## config.mk

```make
export PLATFORM = sky130hd
export DESIGN_NAME = cce_top
export DESIGN_NICKNAME = d
export VERILOG_FILES = /design/src/cce_pkg.sv /design/src/cce_fetch.sv /design/src/cce_decode.sv /design/src/cce_exec.sv /design/src/cce_pending_bits.sv /design/src/cce_msg.sv /design/src/cce_top.sv
export SDC_FILE = /design/constraint.sdc
export NUM_CORES = 2
export LEC_CHECK = 0
export BUFFER_PORTS_ARGS = -buffer_cell sky130_fd_sc_hd__buf_2
export CELL_PAD_IN_SITES_DETAIL_PLACEMENT = 1
export CELL_PAD_IN_SITES_GLOBAL_PLACEMENT = 1
export CORE_AREA = 2 2 414 416
export CTS_BUF_LIST = sky130_fd_sc_hd__clkbuf_8
export DETAILED_ROUTE_END_ITERATION = 12
export DIE_AREA = 0 0 416 418
export PLACE_DENSITY_LB_ADDON = 0.2
export SYNTH_ARGS = -nofsm -noshare
export SYNTH_HDL_FRONTEND = slang
export SYNTH_HIERARCHICAL = 1
export SYNTH_SLANG_ARGS = --single-unit
```

## constraint.sdc

```tcl
create_clock -name clk_i -period 8 [get_ports clk_i]
set_clock_uncertainty 0.2 [all_clocks]
set_input_delay 0.4 -clock clk_i [delete_from_list [all_inputs] [get_ports clk_i]]
set_output_delay 0.4 -clock clk_i [all_outputs]
set_load 0.005 [all_outputs]
```

## src/cce_pkg.sv

```systemverilog
// Package of CCE widths, opcodes and the microcode word union that every unit imports
package cce_pkg;

  // Microcode store
  localparam int inst_width_lp      = 32;
  localparam int pc_width_lp        = 6;
  localparam int op_width_lp        = 4;

  // General purpose registers
  localparam int gpr_width_lp       = 16;
  localparam int num_gpr_lp         = 4;
  localparam int gpr_sel_width_lp   = 2;

  // LCE message fields
  localparam int addr_width_lp      = 16;
  localparam int lce_id_width_lp    = 2;
  localparam int cmd_type_width_lp  = 3;

  // Way groups tracked by the pending bits
  localparam int block_offset_lp    = 3;
  localparam int num_way_groups_lp  = 8;
  localparam int way_group_width_lp = $clog2(num_way_groups_lp);

  // Opcodes
  // Unlisted encodings execute as no-ops
  localparam logic [op_width_lp-1:0] op_movi_lp  = 4'd1;
  localparam logic [op_width_lp-1:0] op_add_lp   = 4'd2;
  localparam logic [op_width_lp-1:0] op_sub_lp   = 4'd3;
  localparam logic [op_width_lp-1:0] op_addi_lp  = 4'd4;
  localparam logic [op_width_lp-1:0] op_beq_lp   = 4'd5;
  localparam logic [op_width_lp-1:0] op_bne_lp   = 4'd6;
  localparam logic [op_width_lp-1:0] op_bi_lp    = 4'd7;
  localparam logic [op_width_lp-1:0] op_popq_lp  = 4'd8;
  localparam logic [op_width_lp-1:0] op_pushq_lp = 4'd9;
  localparam logic [op_width_lp-1:0] op_spend_lp = 4'd10;
  localparam logic [op_width_lp-1:0] op_cpend_lp = 4'd11;
  localparam logic [op_width_lp-1:0] op_rdp_lp   = 4'd12;

  // ALU, branch and pending bit format
  typedef struct packed {
    logic [op_width_lp-1:0]      op;
    logic [gpr_sel_width_lp-1:0] dst;
    logic [gpr_sel_width_lp-1:0] src_a;
    logic [gpr_sel_width_lp-1:0] src_b;
    logic [5:0]                  rsvd;
    logic [gpr_width_lp-1:0]     imm;
  } exec_fmt_s;

  // Queue format for popq and pushq
  typedef struct packed {
    logic [op_width_lp-1:0]       op;
    logic [cmd_type_width_lp-1:0] cmd_type;
    logic [gpr_sel_width_lp-1:0]  data_src;
    logic [22:0]                  rsvd;
  } queue_fmt_s;

  // Opcode sits in the same bits in both views
  typedef union packed {
    exec_fmt_s  exec_fmt;
    queue_fmt_s queue_fmt;
  } cce_inst_u;

endpackage

```

## src/cce_fetch.sv

```systemverilog
// Fetch stage holding the microcode RAM, the fetch PC and the next-PC predecoder
`timescale 1ns/100ps

module cce_fetch
  (input  logic                                clk_i
   , input  logic                              rst_n_i
   , input  logic                              cfg_run_i
   , input  logic                              cfg_w_v_i
   , input  logic                              cfg_r_v_i
   , input  logic [cce_pkg::pc_width_lp-1:0]   cfg_addr_i
   , input  logic [cce_pkg::inst_width_lp-1:0] cfg_data_i
   , input  logic                              stall_i
   , input  logic                              mispredict_i
   , input  logic [cce_pkg::pc_width_lp-1:0]   resolved_pc_i
   , output cce_pkg::cce_inst_u                inst_o
   , output logic [cce_pkg::pc_width_lp-1:0]   pc_o
   , output logic                              inst_v_o
  );

  import cce_pkg::*;

  logic [inst_width_lp-1:0] ucode_mem [2**pc_width_lp];
  cce_inst_u                inst_q;
  logic [pc_width_lp-1:0]   pc_q;
  logic                     v_q;
  logic [pc_width_lp-1:0]   predicted_pc;
  logic [pc_width_lp-1:0]   next_pc;
  logic [pc_width_lp-1:0]   rd_addr;
  logic                     rd_en;
  logic                     advance;

  // Only bi is predicted taken
  assign predicted_pc = (inst_q.exec_fmt.op == op_bi_lp) ? inst_q.exec_fmt.imm[pc_width_lp-1:0]
                                                          : pc_q + pc_width_lp'(1);

  // First fetch after run rises reads the held PC 0
  assign next_pc = mispredict_i ? resolved_pc_i :
                   !v_q         ? pc_q          : predicted_pc;

  assign advance = cfg_run_i & (~stall_i | mispredict_i);
  assign rd_en   = cfg_run_i ? advance : cfg_r_v_i;
  assign rd_addr = cfg_run_i ? next_pc : cfg_addr_i;

  always_ff @(posedge clk_i) begin
    if (cfg_w_v_i && !cfg_run_i) begin
      ucode_mem[cfg_addr_i] <= cfg_data_i;
    end
  end

  // Also the readback path while idle
  always_ff @(posedge clk_i) begin
    if (rd_en) begin
      inst_q <= ucode_mem[rd_addr];
    end
  end

  always_ff @(posedge clk_i or negedge rst_n_i) begin
    if (!rst_n_i) begin
      pc_q <= '0;
      v_q  <= 1'b0;
    end else if (!cfg_run_i) begin
      pc_q <= '0;
      v_q  <= 1'b0;
    end else if (advance) begin
      pc_q <= next_pc;
      v_q  <= 1'b1;
    end
  end

  assign inst_o   = inst_q;
  assign pc_o     = pc_q;
  // Wrong-path word is squashed in the redirect cycle
  assign inst_v_o = v_q & ~mispredict_i;

endmodule

```

## src/cce_decode.sv

```systemverilog
// Execute-stage instruction register that decodes the microcode word for the other units
`timescale 1ns/100ps

module cce_decode
  (input  logic                                    clk_i
   , input  logic                                  rst_n_i
   , input  cce_pkg::cce_inst_u                    inst_i
   , input  logic [cce_pkg::pc_width_lp-1:0]       pc_i
   , input  logic                                  inst_v_i
   , input  logic                                  stall_i
   , input  logic                                  mispredict_i
   , output logic                                  ex_v_o
   , output logic [cce_pkg::op_width_lp-1:0]       op_o
   , output logic [cce_pkg::gpr_sel_width_lp-1:0]  dst_o
   , output logic [cce_pkg::gpr_sel_width_lp-1:0]  src_a_o
   , output logic [cce_pkg::gpr_sel_width_lp-1:0]  src_b_o
   , output logic [cce_pkg::gpr_width_lp-1:0]      imm_o
   , output logic [cce_pkg::cmd_type_width_lp-1:0] cmd_type_o
   , output logic [cce_pkg::gpr_sel_width_lp-1:0]  data_src_o
   , output logic [cce_pkg::pc_width_lp-1:0]       ex_pc_o
  );

  import cce_pkg::*;

  cce_inst_u              ex_inst_q;
  logic [pc_width_lp-1:0] ex_pc_q;
  logic                   ex_v_q;
  logic                   is_queue;

  // Branch in execute kills whatever follows it
  always_ff @(posedge clk_i or negedge rst_n_i) begin
    if (!rst_n_i) begin
      ex_v_q <= 1'b0;
    end else if (mispredict_i) begin
      ex_v_q <= 1'b0;
    end else if (!stall_i) begin
      ex_v_q <= inst_v_i;
    end
  end

  always_ff @(posedge clk_i) begin
    if (!stall_i) begin
      ex_inst_q <= inst_i;
      ex_pc_q   <= pc_i;
    end
  end

  assign is_queue = (ex_inst_q.queue_fmt.op == op_popq_lp) ||
                    (ex_inst_q.queue_fmt.op == op_pushq_lp);

  always_comb begin
    op_o       = ex_inst_q.exec_fmt.op;
    dst_o      = '0;
    src_a_o    = '0;
    src_b_o    = '0;
    imm_o      = '0;
    cmd_type_o = '0;
    data_src_o = '0;
    if (is_queue) begin
      cmd_type_o = ex_inst_q.queue_fmt.cmd_type;
      data_src_o = ex_inst_q.queue_fmt.data_src;
    end else begin
      dst_o   = ex_inst_q.exec_fmt.dst;
      src_a_o = ex_inst_q.exec_fmt.src_a;
      src_b_o = ex_inst_q.exec_fmt.src_b;
      imm_o   = ex_inst_q.exec_fmt.imm;
    end
  end

  assign ex_v_o  = ex_v_q;
  assign ex_pc_o = ex_pc_q;

endmodule

```

## src/cce_exec.sv

```systemverilog
// Execute datapath with the register file, the ALU and conditional branch resolution
`timescale 1ns/100ps

module cce_exec
  (input  logic                                   clk_i
   , input  logic                                 rst_n_i
   , input  logic                                 ex_v_i
   , input  logic [cce_pkg::op_width_lp-1:0]      op_i
   , input  logic [cce_pkg::gpr_sel_width_lp-1:0] dst_i
   , input  logic [cce_pkg::gpr_sel_width_lp-1:0] src_a_i
   , input  logic [cce_pkg::gpr_sel_width_lp-1:0] src_b_i
   , input  logic [cce_pkg::gpr_width_lp-1:0]     imm_i
   , input  logic [cce_pkg::pc_width_lp-1:0]      ex_pc_i
   , input  logic [cce_pkg::gpr_sel_width_lp-1:0] data_src_i
   , input  logic                                 stall_i
   , input  logic                                 pending_i
   , output logic [cce_pkg::gpr_width_lp-1:0]     data_o
   , output logic                                 mispredict_o
   , output logic [cce_pkg::pc_width_lp-1:0]      resolved_pc_o
  );

  import cce_pkg::*;

  logic [gpr_width_lp-1:0] gpr_q [num_gpr_lp];
  logic [gpr_width_lp-1:0] opd_a;
  logic [gpr_width_lp-1:0] opd_b;
  logic [gpr_width_lp-1:0] wr_data;
  logic                    wr_en;
  logic                    taken;
  logic [pc_width_lp-1:0]  target_pc;

  assign opd_a = gpr_q[src_a_i];
  assign opd_b = gpr_q[src_b_i];

  // ALU ops wrap at 16 bits
  always_comb begin
    wr_en   = 1'b1;
    wr_data = '0;
    case (op_i)
      op_movi_lp: wr_data = imm_i;
      op_add_lp:  wr_data = opd_a + opd_b;
      op_sub_lp:  wr_data = opd_a - opd_b;
      op_addi_lp: wr_data = opd_a + imm_i;
      op_rdp_lp:  wr_data = {{(gpr_width_lp-1){1'b0}}, pending_i};
      default:    wr_en   = 1'b0;
    endcase
  end

  always_ff @(posedge clk_i or negedge rst_n_i) begin
    if (!rst_n_i) begin
      for (int i = 0; i < num_gpr_lp; i++) begin
        gpr_q[i] <= '0;
      end
    end else if (ex_v_i && wr_en && !stall_i) begin
      gpr_q[dst_i] <= wr_data;
    end
  end

  // Fetch assumed not taken for beq and bne
  always_comb begin
    case (op_i)
      op_beq_lp: taken = (opd_a == opd_b);
      op_bne_lp: taken = (opd_a != opd_b);
      default:   taken = 1'b0;
    endcase
  end

  assign target_pc     = imm_i[pc_width_lp-1:0];
  assign mispredict_o  = ex_v_i & taken;
  assign resolved_pc_o = taken ? target_pc : ex_pc_i + pc_width_lp'(1);

  // pushq payload
  assign data_o = gpr_q[data_src_i];

endmodule

```

## src/cce_pending_bits.sv

```systemverilog
// One pending bit per way group, set and cleared by microcode and read back combinationally
`timescale 1ns/100ps

module cce_pending_bits
  (input  logic                                clk_i
   , input  logic                              rst_n_i
   , input  logic                              set_i
   , input  logic                              clear_i
   , input  logic [cce_pkg::addr_width_lp-1:0] addr_i
   , output logic                              pending_o
  );

  import cce_pkg::*;

  logic [num_way_groups_lp-1:0]  bits_q;
  logic [way_group_width_lp-1:0] group;

  // Block address modulo the group count
  assign group = way_group_width_lp'((addr_i >> block_offset_lp) % num_way_groups_lp);

  always_ff @(posedge clk_i or negedge rst_n_i) begin
    if (!rst_n_i) begin
      bits_q <= '0;
    end else if (set_i) begin
      bits_q[group] <= 1'b1;
    end else if (clear_i) begin
      bits_q[group] <= 1'b0;
    end
  end

  assign pending_o = bits_q[group];

endmodule

```

## src/cce_msg.sv

```systemverilog
// Message unit running the LCE request and command handshakes, the MSHR and the queue stall
`timescale 1ns/100ps

module cce_msg
  (input  logic                                    clk_i
   , input  logic                                  rst_n_i
   , input  logic                                  ex_v_i
   , input  logic [cce_pkg::op_width_lp-1:0]       op_i
   , input  logic [cce_pkg::cmd_type_width_lp-1:0] cmd_type_i
   , input  logic [cce_pkg::gpr_width_lp-1:0]      data_i

   // LCE request, valid then yumi
   , input  logic                                  lce_req_v_i
   , input  logic [cce_pkg::addr_width_lp-1:0]     lce_req_addr_i
   , input  logic [cce_pkg::lce_id_width_lp-1:0]   lce_req_lce_i
   , output logic                                  lce_req_yumi_o

   // LCE command, ready then valid
   , output logic                                  lce_cmd_v_o
   , output logic [cce_pkg::cmd_type_width_lp-1:0] lce_cmd_type_o
   , output logic [cce_pkg::addr_width_lp-1:0]     lce_cmd_addr_o
   , output logic [cce_pkg::lce_id_width_lp-1:0]   lce_cmd_lce_o
   , output logic [cce_pkg::gpr_width_lp-1:0]      lce_cmd_data_o
   , input  logic                                  lce_cmd_ready_i

   , output logic [cce_pkg::addr_width_lp-1:0]     mshr_addr_o
   , output logic                                  stall_o
  );

  import cce_pkg::*;

  logic                       pop_v;
  logic                       push_v;
  logic [addr_width_lp-1:0]   mshr_addr_q;
  logic [lce_id_width_lp-1:0] mshr_lce_q;

  assign pop_v  = ex_v_i & (op_i == op_popq_lp);
  assign push_v = ex_v_i & (op_i == op_pushq_lp);

  // Request consumed in the same cycle it is accepted
  assign lce_req_yumi_o = pop_v & lce_req_v_i;
  assign lce_cmd_v_o    = push_v & lce_cmd_ready_i;

  // Queue op waiting on its partner holds the whole pipe
  assign stall_o = (pop_v & ~lce_req_v_i) | (push_v & ~lce_cmd_ready_i);

  always_ff @(posedge clk_i or negedge rst_n_i) begin
    if (!rst_n_i) begin
      mshr_addr_q <= '0;
      mshr_lce_q  <= '0;
    end else if (lce_req_yumi_o) begin
      mshr_addr_q <= lce_req_addr_i;
      mshr_lce_q  <= lce_req_lce_i;
    end
  end

  // Payload only shown on the transfer cycle
  assign lce_cmd_type_o = lce_cmd_v_o ? cmd_type_i  : '0;
  assign lce_cmd_addr_o = lce_cmd_v_o ? mshr_addr_q : '0;
  assign lce_cmd_lce_o  = lce_cmd_v_o ? mshr_lce_q  : '0;
  assign lce_cmd_data_o = lce_cmd_v_o ? data_i      : '0;

  assign mshr_addr_o = mshr_addr_q;

endmodule

```

## src/cce_top.sv

```systemverilog
// Top level of the microcoded CCE that wires fetch, decode, execute, pending bits and messages
`timescale 1ns/100ps

module cce_top
  (input  logic                                    clk_i
   , input  logic                                  rst_n_i

   // Microcode load and readback
   , input  logic                                  cfg_run_i
   , input  logic                                  cfg_w_v_i
   , input  logic                                  cfg_r_v_i
   , input  logic [cce_pkg::pc_width_lp-1:0]       cfg_addr_i
   , input  logic [cce_pkg::inst_width_lp-1:0]     cfg_data_i
   , output logic [cce_pkg::inst_width_lp-1:0]     cfg_ucode_data_o

   , input  logic                                  lce_req_v_i
   , input  logic [cce_pkg::addr_width_lp-1:0]     lce_req_addr_i
   , input  logic [cce_pkg::lce_id_width_lp-1:0]   lce_req_lce_i
   , output logic                                  lce_req_yumi_o

   , output logic                                  lce_cmd_v_o
   , output logic [cce_pkg::cmd_type_width_lp-1:0] lce_cmd_type_o
   , output logic [cce_pkg::addr_width_lp-1:0]     lce_cmd_addr_o
   , output logic [cce_pkg::lce_id_width_lp-1:0]   lce_cmd_lce_o
   , output logic [cce_pkg::gpr_width_lp-1:0]      lce_cmd_data_o
   , input  logic                                  lce_cmd_ready_i
  );

  import cce_pkg::*;

  // Fetch to decode
  cce_inst_u                     fetch_inst_lo;
  logic [pc_width_lp-1:0]        fetch_pc_lo;
  logic                          fetch_v_lo;

  // Decoded execute stage
  logic                          ex_v_lo;
  logic [op_width_lp-1:0]        ex_op_lo;
  logic [gpr_sel_width_lp-1:0]   ex_dst_lo;
  logic [gpr_sel_width_lp-1:0]   ex_src_a_lo;
  logic [gpr_sel_width_lp-1:0]   ex_src_b_lo;
  logic [gpr_width_lp-1:0]       ex_imm_lo;
  logic [cmd_type_width_lp-1:0]  ex_cmd_type_lo;
  logic [gpr_sel_width_lp-1:0]   ex_data_src_lo;
  logic [pc_width_lp-1:0]        ex_pc_lo;

  // Execute, message and pending bit results
  logic                          mispredict_lo;
  logic [pc_width_lp-1:0]        resolved_pc_lo;
  logic [gpr_width_lp-1:0]       gpr_data_lo;
  logic                          stall_lo;
  logic [addr_width_lp-1:0]      mshr_addr_lo;
  logic                          pending_lo;
  logic                          pend_set_li;
  logic                          pend_clear_li;

  assign cfg_ucode_data_o = fetch_inst_lo;

  assign pend_set_li   = ex_v_lo & (ex_op_lo == op_spend_lp);
  assign pend_clear_li = ex_v_lo & (ex_op_lo == op_cpend_lp);

  cce_fetch fetch
    (.clk_i(clk_i)
     ,.rst_n_i(rst_n_i)
     ,.cfg_run_i(cfg_run_i)
     ,.cfg_w_v_i(cfg_w_v_i)
     ,.cfg_r_v_i(cfg_r_v_i)
     ,.cfg_addr_i(cfg_addr_i)
     ,.cfg_data_i(cfg_data_i)
     ,.stall_i(stall_lo)
     ,.mispredict_i(mispredict_lo)
     ,.resolved_pc_i(resolved_pc_lo)
     ,.inst_o(fetch_inst_lo)
     ,.pc_o(fetch_pc_lo)
     ,.inst_v_o(fetch_v_lo)
     );

  cce_decode decode
    (.clk_i(clk_i)
     ,.rst_n_i(rst_n_i)
     ,.inst_i(fetch_inst_lo)
     ,.pc_i(fetch_pc_lo)
     ,.inst_v_i(fetch_v_lo)
     ,.stall_i(stall_lo)
     ,.mispredict_i(mispredict_lo)
     ,.ex_v_o(ex_v_lo)
     ,.op_o(ex_op_lo)
     ,.dst_o(ex_dst_lo)
     ,.src_a_o(ex_src_a_lo)
     ,.src_b_o(ex_src_b_lo)
     ,.imm_o(ex_imm_lo)
     ,.cmd_type_o(ex_cmd_type_lo)
     ,.data_src_o(ex_data_src_lo)
     ,.ex_pc_o(ex_pc_lo)
     );

  cce_exec exec
    (.clk_i(clk_i)
     ,.rst_n_i(rst_n_i)
     ,.ex_v_i(ex_v_lo)
     ,.op_i(ex_op_lo)
     ,.dst_i(ex_dst_lo)
     ,.src_a_i(ex_src_a_lo)
     ,.src_b_i(ex_src_b_lo)
     ,.imm_i(ex_imm_lo)
     ,.ex_pc_i(ex_pc_lo)
     ,.data_src_i(ex_data_src_lo)
     ,.stall_i(stall_lo)
     ,.pending_i(pending_lo)
     ,.data_o(gpr_data_lo)
     ,.mispredict_o(mispredict_lo)
     ,.resolved_pc_o(resolved_pc_lo)
     );

  // Indexed by the address held in the MSHR
  cce_pending_bits pending_bits
    (.clk_i(clk_i)
     ,.rst_n_i(rst_n_i)
     ,.set_i(pend_set_li)
     ,.clear_i(pend_clear_li)
     ,.addr_i(mshr_addr_lo)
     ,.pending_o(pending_lo)
     );

  cce_msg message
    (.clk_i(clk_i)
     ,.rst_n_i(rst_n_i)
     ,.ex_v_i(ex_v_lo)
     ,.op_i(ex_op_lo)
     ,.cmd_type_i(ex_cmd_type_lo)
     ,.data_i(gpr_data_lo)
     ,.lce_req_v_i(lce_req_v_i)
     ,.lce_req_addr_i(lce_req_addr_i)
     ,.lce_req_lce_i(lce_req_lce_i)
     ,.lce_req_yumi_o(lce_req_yumi_o)
     ,.lce_cmd_v_o(lce_cmd_v_o)
     ,.lce_cmd_type_o(lce_cmd_type_o)
     ,.lce_cmd_addr_o(lce_cmd_addr_o)
     ,.lce_cmd_lce_o(lce_cmd_lce_o)
     ,.lce_cmd_data_o(lce_cmd_data_o)
     ,.lce_cmd_ready_i(lce_cmd_ready_i)
     ,.mshr_addr_o(mshr_addr_lo)
     ,.stall_o(stall_lo)
     );

endmodule

```

# After elaboration in Yosys (flattened, before gate mapping)
# Memory sizes are Yosys's and may differ from the RTL's. A register that Yosys moved wholly into a read port is not among the register bits.
# Index checks and enable logic that the tools add are counted.
[op_classes] addsub=5 n_lt_le_gt_ge=7 eq_ne=16 muxes=45 bitwise=24 n_reduce_logical=10
[op_table] cell="16-bit two-way mux" n=10
[op_table] cell="16-bit binary-select mux with 2-bit select" n=3
[op_table] cell="16-bit one-hot mux with 5 select lines" n=1
[op_table] cell="64-bit bitwise mux" n=1
[op_table] cell="6-bit two-way mux" n=7
[op_table] cell="16-bit adder" n=2
[op_table] cell="16-bit demux with 2-bit select" n=1
[op_table] cell="4-bit equality test (second input constant)" n=5
[op_table] cell="16-bit equality test" n=1
[op_table] cell="4-bit by 3-bit equality test with 1-bit output (second input constant)" n=4
[op_table] cell="8-bit two-way mux" n=2
[op_table] cell="16-bit != test" n=1
[op_table] cell="16-bit subtractor" n=1
[op_table] cell="6-bit by 1-bit adder with 6-bit output (second input constant)" n=2
[op_table] cell="3-bit greater-or-equal comparator (second input constant)" n=4
[op_table] cell="2-bit inverter with 3-bit output" n=4
[op_table] cell="1-bit AND" n=11
[op_table] cell="1-bit two-way mux" n=10
[op_table] cell="2-bit two-way mux" n=5
[op_table] cell="8-bit AND" n=1
[op_table] cell="4-bit by 2-bit equality test with 1-bit output (second input constant)" n=2
[op_table] cell="8-bit inverter" n=1
[op_table] cell="8-bit OR" n=1
[op_table] cell="3-bit two-way mux" n=2
[op_table] cell="other kinds (16)" n=25
[word_totals] reg_bits=136 mem_bits_rw=2048 inputBits=63 wordCells=120 n_memories=1
[memory_table] memory="fetch.ucode_mem" words=64 word_bits=32 read_ports=1 rd_clocked_by_memory_dff=1 wr=1 line="cce_fetch.sv:22" text="logic [inst_width_lp-1:0] ucode_mem [2**pc_width_lp];"

# Logic depth before layout (Yosys ltp)
[depth] word_depth=14 ltp_mapped=28 ltp_nobuf=19

# By module
# The synthesis kept the hierarchy.
[modules_own_cells] module="cce_fetch" instances=1 cells_per_inst=5527 area_per_inst_um2=84247.0
[modules_own_cells] module="cce_exec" instances=1 cells_per_inst=603 area_per_inst_um2=5775.5
[modules_own_cells] module="cce_decode" instances=1 cells_per_inst=70 area_per_inst_um2=1237.4
[modules_own_cells] module="cce_msg" instances=1 cells_per_inst=86 area_per_inst_um2=1033.5
[modules_own_cells] module="cce_pending_bits" instances=1 cells_per_inst=44 area_per_inst_um2=409.1
[modules_own_cells] module="cce_top" instances=1 cells_per_inst=4 area_per_inst_um2=20.0

# Least setup slack after synthesis
# OpenSTA, ideal clock, no wires.
[synth_timing] path_kind="reg-to-reg" start="register decode/ex_inst_q[31] (netlist bit)" end="register fetch.inst_q, in the netlist fetch/inst_o[0] (read register of fetch.ucode_mem) (enable)" setup_ps=432 arrival_time_ps=6016 path_slack_ps=1352 path_stages_with_launch=19 period_less_slack_ps=6648 cell_sequence="edfxtp_1 -> nor3b_4 -> buf_2 -> nor2b_1 -> buf_6 -> buf_1 -> mux4_2 -> ha_1 -> clkbuf_1 -> and3_1 -> nand3_1 -> nor4_2 -> mux2i_1 -> nor3b_4 -> and2_1 -> buf_2 -> clkbuf_1 -> nor2b_1 -> a21oi_1"
[synth_between] elab_chain_len=13 word_cells_on_any_way=32 cone_classes="eq/ne: 6; mux: 14; bitwise: 11; reduce/logical: 1"
[synth_rtl] item="from (decl)" line="cce_decode.sv:25" text="cce_inst_u ex_inst_q;"
[synth_rtl] item="from (signal assigned)" line="cce_decode.sv:43" text="ex_inst_q <= inst_i;"
[synth_rtl] item="4-bit equality test, on equally long branches" line="cce_decode.sv:48, cce_decode.sv:49"
[synth_rtl] item="1-bit logical OR *" line="cce_decode.sv:48" text="assign is_queue = (ex_inst_q.queue_fmt.op == op_popq_lp) ||"
[synth_rtl] item="2-bit two-way mux *" line="cce_decode.sv:59" text="if (is_queue) begin"
[synth_rtl] item="named net ex_src_a_lo[0]" line="cce_top.sv:40" text="logic [gpr_sel_width_lp-1:0] ex_src_a_lo;"
[synth_rtl] item="2-bit inverter with 3-bit output (not written as such) *" line="cce_exec.sv:32" text="assign opd_a = gpr_q[src_a_i];"
[synth_rtl] item="16-bit binary-select mux with 2-bit select *" line="cce_exec.sv:32"
[synth_rtl] item="16-bit two-way mux (not written as such) * (2 in a row)" line="cce_exec.sv:32"
[synth_rtl] item="16-bit != test / 16-bit equality test (equally long branches)" line="cce_exec.sv:63, cce_exec.sv:62"
[synth_rtl] item="1-bit one-hot mux with 2 select lines *" line="cce_exec.sv:61" text="case (op_i)"
[synth_rtl] item="1-bit AND *" line="cce_exec.sv:69" text="assign mispredict_o = ex_v_i & taken;"
[synth_rtl] item="named net mispredict_lo" line="cce_top.sv:48" text="logic mispredict_lo;"
[synth_rtl] item="1-bit OR *" line="cce_fetch.sv:40" text="assign advance = cfg_run_i & (~stall_i | mispredict_i);"
[synth_rtl] item="1-bit AND *" line="cce_fetch.sv:40"
[synth_rtl] item="1-bit two-way mux *" line="cce_fetch.sv:41" text="assign rd_en = cfg_run_i ? advance : cfg_r_v_i;"
[synth_rtl] item="named net fetch.rd_en" line="cce_fetch.sv:29" text="logic rd_en;"
[synth_rtl] item="to (decl)" line="cce_fetch.sv:23" text="cce_inst_u inst_q;"
# Mark *: on every way through the listed nets, which the timed path passes. The rest lies on a longest branch. The select of a mux whose other input is x is not followed.
# A chain may end at the register's enable or synchronous reset.

# Worst setup path in the final report
[layout_timing] start="register decode/ex_inst_q[29] (netlist bit)" end="register fetch.inst_q, in the netlist fetch/inst_o[18] (read register of fetch.ucode_mem), data pin"
[layout_between] elab_chain_len=13 word_cells_on_any_way=32 cone_classes="eq/ne: 6; mux: 14; bitwise: 11; reduce/logical: 1"
[layout_rtl] item="4-bit equality test, on equally long branches" line="cce_decode.sv:48, cce_decode.sv:49"
[layout_rtl] item="1-bit logical OR *" line="cce_decode.sv:48"
[layout_rtl] item="2-bit two-way mux *" line="cce_decode.sv:59"
[layout_rtl] item="named net ex_src_b_lo[1]" line="cce_top.sv:41" text="logic [gpr_sel_width_lp-1:0] ex_src_b_lo;"
[layout_rtl] item="2-bit inverter with 3-bit output (not written as such) *" line="cce_exec.sv:33" text="assign opd_b = gpr_q[src_b_i];"
[layout_rtl] item="16-bit binary-select mux with 2-bit select *" line="cce_exec.sv:33"
[layout_rtl] item="16-bit two-way mux (not written as such) * (2 in a row)" line="cce_exec.sv:33"
[layout_rtl] item="16-bit != test / 16-bit equality test (equally long branches)" line="cce_exec.sv:63, cce_exec.sv:62"
[layout_rtl] item="1-bit one-hot mux with 2 select lines *" line="cce_exec.sv:61"
[layout_rtl] item="1-bit AND *" line="cce_exec.sv:69"
[layout_rtl] item="named net mispredict_lo" line="cce_top.sv:48"
[layout_rtl] item="1-bit OR" line="cce_fetch.sv:40"
[layout_rtl] item="1-bit AND" line="cce_fetch.sv:40"
[layout_rtl] item="1-bit two-way mux" line="cce_fetch.sv:41"
# Marks and branches as above.

==> flow_metrics.tcl <==
set metrics [dict create \
    status "finished, final reports clean" \
    syn-num-nets 6432 \
    startpoint_type "flop" \
    areaGrowthSynthToFinish_pct 13.7 \
    path_common_cell "buf_12" \
    final_cell_mix "edfxtp_1 (2112), nand3_1 (566), a21oi_1 (512)" \
    wl_um 311000 \
    wl_met3_um 31800 \
    syn-cell-area_um2 92700 \
    tns_ps 0 \
    worstMarginPinSlew_ps 1300 \
    synth_ff_type "edfxtp_1" \
    synthTopCellsByArea "edfxtp_1 (68%), mux2_2 (3.5%), nand3_1 (3.1%)" \
    crit_cells 24 \
    hold_viol_final 0 \
    synth_seq_area_share 0.710 \
    design.die.area_um2 174000 \
    root_buffer "clkbuf_8" \
    grt_pass1_wl_um 449000 \
    path_cells "nor3b_4 > buf_4 > and2b_1 > buf_4 > mux4_2 > inv_1 > ha_1 > and3_1 > nand3_1 > nor4_2 > mux2i_1 > nor3b_4 > and2_1 > nand3b_1 > mux2i_1 > o21a_4 > buf_12 > buf_12 > buf_12 > mux2_2 > a222oi_1 > o22ai_1 > o21bai_1 > nand3_1" \
    drt-met1-wl_um 114000 \
    min_path_type "input pin to flop" \
    worst-path-max-fanout 24 \
    reg2regPathDepth 24 \
    max_cap_viol_count 0 \
    final_nets 6804 \
    clk_path_buf_depth 4 \
    syn_area_per_cell_um2 14.6 \
    path_class "flop to flop" \
    initial_core_util 0.548 \
    antenna_found_initial 18 \
    ant_nets 0 \
    final_layout_size_suffix_gt1_frac 0.192 \
    drc 0 \
    place.gp.congestion 0.925 \
    yosysTopAreaCell "edfxtp_1" \
    synth_edf_count 2112 \
    synth_cell_types 79 \
    drt_iter0_drc 9339 \
    post_cts_buffers 0 \
    die_y_um 418 \
    cp.arrival_ps 8340 \
    ys_ff_latch 2210 \
    clk_latency_ps 1130 \
    route.detailed.wl_per_inst_um 33.8 \
    port_buffers 133 \
    first_pass_iters 8 \
    clkTransAtPathRegs_ps 60 \
    critPathTopFamily "simple AND/OR/NAND/NOR gates" \
    track_usage 0.353 \
    cts_max_level 5 \
    hold_depth 5 \
    synthCells 6334 \
    via_per_inst 6.91 \
    setup_violations 0 \
    grt_pass1_vias 65860 \
    vias 63555 \
    end_kind "flop" \
    synth_top_area_share 0.684 \
    cp_slowest_cell "o21bai_1" \
    power.leakage_nw 36.2 \
    core-area_um2 169000 \
    cts.sinks 2210 \
    fp.dieW_um 416 \
    min_period_over_period 0.970 \
    irDropWorstVdd_mv 0.210 \
    required_ps 8580 \
    synthArstFlopShare 0.0443 \
    cts_tree "yes" \
    met2_length_um 146000 \
    dpl.hpwl_um 172000 \
    whs_ps 146 \
    ios 134 \
    final_common_cell "edfxtp_1" \
    cp.buffers_inverters 6 \
    cellPowerDensity_nw_per_um2 310 \
    grt_overflow 0 \
    period_needed_ps 7760 \
    slew_violations 0 \
    rows 151 \
    top_layer_used "met5" \
    grt_start_max_net_pins 191 \
    critPathMaxStageDelay_ps 710 \
    yosysWarnings 6 \
    cts_buffers 369 \
    max_freq_mhz 129 \
    relSlewSlack 0.129 \
]
[per-layer routing]
| layer | global-route usage | vias up |
|---|---|---|
| met5 | 0 | - |
| met4 | 0.203 | 4 |
| met3 | 0.0715 | 850 |
| met2 | 0.561 | 4099 |
| met1 | 0.456 | 32539 |
| li1 | - | 26063 |
[state kept, by name (all words and copies together), names as in the netlist, named ones only]
register	flops
decode/ex_v_o	1
message/mshr_lce_q	2
decode/ex_inst_q	26
fetch/ucode_mem	2048
fetch/v_q	1
fetch/pc_o	6
fetch/inst_o	32
decode/ex_pc_o	6
exec/gpr_q	64
message/mshr_addr_o	16
[cell usage after synthesis, types with 96 or more instances]
master       n
dfrtp_1     98
mux2_2     290
nor2_1     141
clkbuf_1   385
nand2_1    511
edfxtp_1  2112
buf_2      102
mux2i_1    270
a222oi_1   257
o22ai_1    129
a21oi_1    513
a311oi_1    96
nand3_1    566
a31oi_1    159
[timing repair]
action | in CTS | in global routing
gates resized for setup | 0 | 13
setup endpoints to repair | 0 | 10
hold buffers | 97 | 0
hold endpoints to repair | 2272 | 0
[metrics by stage]
step	area, um2	worst slack, ps	utilization	cells	total power, mW
after floorplan	92700	1350	-	6334	19.6
after global placement	97800	340	0.579	8456	22.9
after detailed placement	97800	102	0.579	8456	23.3
after CTS	105000	30.6	0.623	9190	32.5
after global routing	105000	-4.56	0.623	9194	33.8
final	105000	242	0.623	9196	32.7
[worst min-delay path: cells and delay by family]
family                 cells  cell delay [ps]
buffers and inverters      2              490
and+or+nand+nor            3              380
[layout make-up]
cell class              count  area, um2
flip-flops and latches   2210      65900
multi-input cells        3540      25200
inverters                  37        139
clock inverters           255       1240
diodes                      6       15.0
well taps                2218       2780
fillers                 15619      63700
repair buffers            548       4900
clock buffers             382       5260
[cell families (layout without fill, tap and decap cells)]
logic type | after synthesis | count (layout) | synth area share
other | 0 | 6 | 0
multiplexers | 617 | 617 | 0.0776
XOR/XNOR | 16 | 16 | 0.00151
AND/OR/NAND/NOR | 1414 | 1414 | 0.0713
flip-flops | 2210 | 2210 | 0.710
adder cells (fa/ha/maj) | 35 | 35 | 0.00488
AO/OA/AOI/OAI | 1458 | 1458 | 0.109
buffers and inverters | 584 | 1222 | 0.0257
[report_power, final]
group | switching, mW | internal [mW] | total (mW)
Sequential | 0.587 | 13.2 | 13.8
Clock | 4.56 | 4.65 | 9.21
Combinational | 6.01 | 3.68 | 9.70
Total | 11.2 | 21.5 | 32.7
[worst paths after layout]
check,from,endpoint,slack [ps]
hold reg to reg,flop,flop,300
setup reg to reg,decode/ex_inst_q[29],fetch/inst_o[18],240
setup / recovery,decode/ex_inst_q[29],fetch/inst_o[18],240
hold / removal,cfg_addr_i[1],fetch/ucode_mem[29][15],150
max in group asynchronous,rst_n_i,message/mshr_addr_o[14],6000
min in group asynchronous,rst_n_i,exec/gpr_q[40],520
(Power assumes the default switching activity.)
